**src/core_pkg.sv**
```systemverilog
package core_pkg;

    // Datapath widths
    localparam int XLEN        = 32;
    localparam int BUNDLE_W    = 2 * XLEN;
    localparam int REG_IDX_W   = 5;
    localparam int NUM_REGS    = 32;

    // Default bundle address width that the top level overrides
    localparam int IMEM_AW_DEF = 8;

    // One data word or one slot instruction
    typedef logic [XLEN-1:0] word_t;

    // Two slots with slot 0 in the low half
    typedef logic [BUNDLE_W-1:0] bundle_t;

    // Bundle address counted in bundles and not bytes
    typedef logic [IMEM_AW_DEF-1:0] pc_t;

    // Architectural register index
    typedef logic [REG_IDX_W-1:0] reg_idx_t;

endpackage

```
**src/result_writeback.sv**
```systemverilog
module result_writeback
    import core_pkg::*;
(
    input  logic     clk,
    input  logic     reset,
    input  logic     ex_valid,
    input  pc_t      ex_pc,
    input  word_t    ex_res_0,
    input  word_t    ex_res_1,
    input  reg_idx_t ex_rd_0,
    input  reg_idx_t ex_rd_1,
    input  logic     ex_we_0,
    input  logic     ex_we_1,
    output logic     retire_valid,
    output pc_t      retire_pc,
    output logic     wb_we_0,
    output logic     wb_we_1,
    output reg_idx_t wb_rd_0,
    output reg_idx_t wb_rd_1,
    output word_t    wb_data_0,
    output word_t    wb_data_1
);

    // Register 0 never written
    always_ff @(posedge clk) begin
        if (reset) begin
            retire_valid <= 1'b0;
            wb_we_0      <= 1'b0;
            wb_we_1      <= 1'b0;
        end else begin
            retire_valid <= ex_valid;
            wb_we_0      <= ex_valid && ex_we_0 && (ex_rd_0 != '0);
            wb_we_1      <= ex_valid && ex_we_1 && (ex_rd_1 != '0);
        end
    end

    // Same registers feed the register file and the retire ports
    always_ff @(posedge clk) begin
        retire_pc <= ex_pc;
        wb_rd_0   <= ex_rd_0;
        wb_rd_1   <= ex_rd_1;
        wb_data_0 <= ex_res_0;
        wb_data_1 <= ex_res_1;
    end

endmodule

```
**config.mk**
```make
export PLATFORM = sky130hd
export DESIGN_NAME = result_writeback
export DESIGN_NICKNAME = d
export VERILOG_FILES = /design/src/core_pkg.sv /design/src/result_writeback.sv
export SDC_FILE = /design/constraint.sdc
export NUM_CORES = 1
export LEC_CHECK = 0
export ABC_AREA = 1
export BUFFER_PORTS_ARGS = -buffer_cell sky130_fd_sc_hd__buf_2
export CELL_PAD_IN_SITES_DETAIL_PLACEMENT = 0
export CELL_PAD_IN_SITES_GLOBAL_PLACEMENT = 2
export CORE_MARGIN = 2
export CORE_UTILIZATION = 17
export DETAILED_ROUTE_END_ITERATION = 10
export GPL_TIMING_DRIVEN = 0
export PLACE_DENSITY_LB_ADDON = 0.1
export SYNTH_ARGS = -nofsm -noshare
export SYNTH_HDL_FRONTEND = slang
export SYNTH_SLANG_ARGS = --single-unit
```
**constraint.sdc**
```tcl
create_clock -name clk -period 0.8 [get_ports clk]
set_input_delay 0.04 -clock clk [delete_from_list [all_inputs] [get_ports clk]]
set_output_delay 0.04 -clock clk [all_outputs]
set_load 0.01 [all_outputs]
```
==> run metrics <==
status=finished, violations left; failing checks=negative setup slack; I/O pins=172; Syn Inst Count=104; worst-path maximum fanout=1; TNS Setup=-0.815 ns; Detailed Route Iter0 Violations=24; Routed WL=5480 um; most common cell after layout, fill and taps aside=buf_2; Setup Buffers After CTS=0; leakage=1.98 nW; most frequent cells in the layout=buf_2, dlygate4sd3_1, dfxtp_1; Residual DRC=0; Clock Pin Slew Worst Setup and Hold Paths=~0.09 ns; Die X=106 um; DR vias/cell=3.27; power per standard cell area=2130 nW/um^2; largest net degree at the start of global routing=14; grt ovf=0; CTS Root Cell=clkbuf_8; clk sinks=85; Worst path max stage delay=0.32 ns; CTS tree=built; Hold WS=0.327 ns; Die Y=~110 um; IO buf count=171; average size of a mapped cell=approximately 17 um^2; Highest Clock Rate=1.20 GHz; yosys warns=0; Period minus WS final=0.831 ns; Antenna Cells=0; critical path launch point type=register; max_cap viols=0; Synth area leaders=dfxtp_1, inv_1, nor2_1, nand3_1, nand2_1; DP Wirelength=about 3600 um; Critical-path top delay cell=dfxtp_1; final hold vios=0; cts bufs inserted=9; relative slew slack=93.3%; RSZ-0062 raised after global routing=yes; Setup violations, final=78; CP top delay family=flip-flops; worst-path cell chain=buf_2; vias after detailed routing=1677; Yosys top cell area share=a little over nine tenths; routed len/inst=10.7 um; GRT Util Overall=under 10%; Placer Congestion=0.645; initial antenna violation count=0; endpoint type of the worst setup path=output port; floorplan row count=37; kind of critical path=reg -> out; CP Buf/Inv Count=1; Worst-Margin Slew=0.0995 ns; Die Footprint=11300 um^2; Core Region=10200 um^2; First-pass DRT Iterations=2; fin crit share=104%; # nets final=459; Synth cell types=6; Critical Path RT=~0.76 ns; area leader, netlist=dfxtp_1; IR drop worst, VDD=0.000891 V; number of routed nets with antenna violations=0; setup ws final=-0.0309 ns; synthesis-to-finish area growth=131%; H-tree Lvls=3; crit path DAT=0.79 ns; first-pass GRT wire length=8240 um; post-synthesis instance area=1780 um^2; Initial Util=17.4%; Post-Syn Nets=between 150 and 200; min-delay worst type=in -> reg; Slew Limit Fails=0; CTS Buffer Depth=2; vias in the first global route=1815; flop and latch count out of synthesis=85; proportion of layout cells with a drive suffix above 1=between 50% and 60%; sequential area share after synthesis=95.7%
[cells in the mapped netlist (all sizes together)]
cell / n
dfxtp: 85
nand3: 2
nand2: 3
nor2: 6
inv: 8
[cell type report]
class	instances	area, um^2
Clock buffer	12	135
Clock inverter	4	72.6
Fill cell	988	6120
Inverter	8	30.0
Multi-Input combinational cell	11	56.3
Sequential cell	85	1740
Tap cell	136	170
Timing Repair Buffer	257	1900
[routing by layer]
layer	wire, um	track usage (%)	share of wire, %	up-vias
met5	0	0	0	-
met4	63	4.89	1.1	0
met3	591	4.60	11	5
met2	2860	16.9	52	96
met1	1970	9.33	36	730
li1	-	-	-	846
[power by group]
| group | switching (mW) | leakage, nW | total (mW) | internal [mW] |
|---|---|---|---|---|
| clock | 1.44 | 0.101 | 3.20 | 1.76 |
| sequential | 0.0637 | 0.718 | 4.53 | 4.47 |
| combinational | 0.334 | 1.17 | 0.995 | 0.661 |
[logic make-up after synthesis]
family	after synthesis	synth area share, %
and+or+nand+nor	11	2.60
buffers and inverters	8	1.69
DFF	85	95.7
[registers in the layout, indices dropped and copies added (netlist names)]
name / flops
retire_valid: 1
wb_we_1: 1
wb_data_1: 32
wb_rd_1: 5
wb_we_0: 1
wb_data_0: 32
wb_rd_0: 5
retire_pc: 8
[final timing paths]
path / startpoint / end / slack [ns] / depth (start not counted)
worst max-delay path: wb_rd_1[2] / wb_rd_1[2] / -0.03 / 1
worst min-delay path: ex_res_1[6] / wb_data_1[6] / 0.33 / 2
[through the flow]
step           worst slack [ns]  instance area [um^2]  instances  total power, mW  util, %
2_1_floorplan             0.424                  1780        104             4.75        -
3_3_place_gp              0.236                  2800        411             5.18     27.4
3_5_place_dp              0.239                  2800        411             5.18     27.4
4_1_cts                 -0.0750                  3940        513             8.85     38.5
5_1_grt                 -0.0814                  4110        513             9.20     40.1
6_report                -0.0309                  4110        513             8.73     40.1
[timing repair]
item                                   CTS  global route
pin swaps                                0             1
setup endpoints to repair               85            86
resized for setup                       18            45
endpoints found under the hold margin   85             0
hold buffers                            86             0
Power figures use the tool's default switching activity.
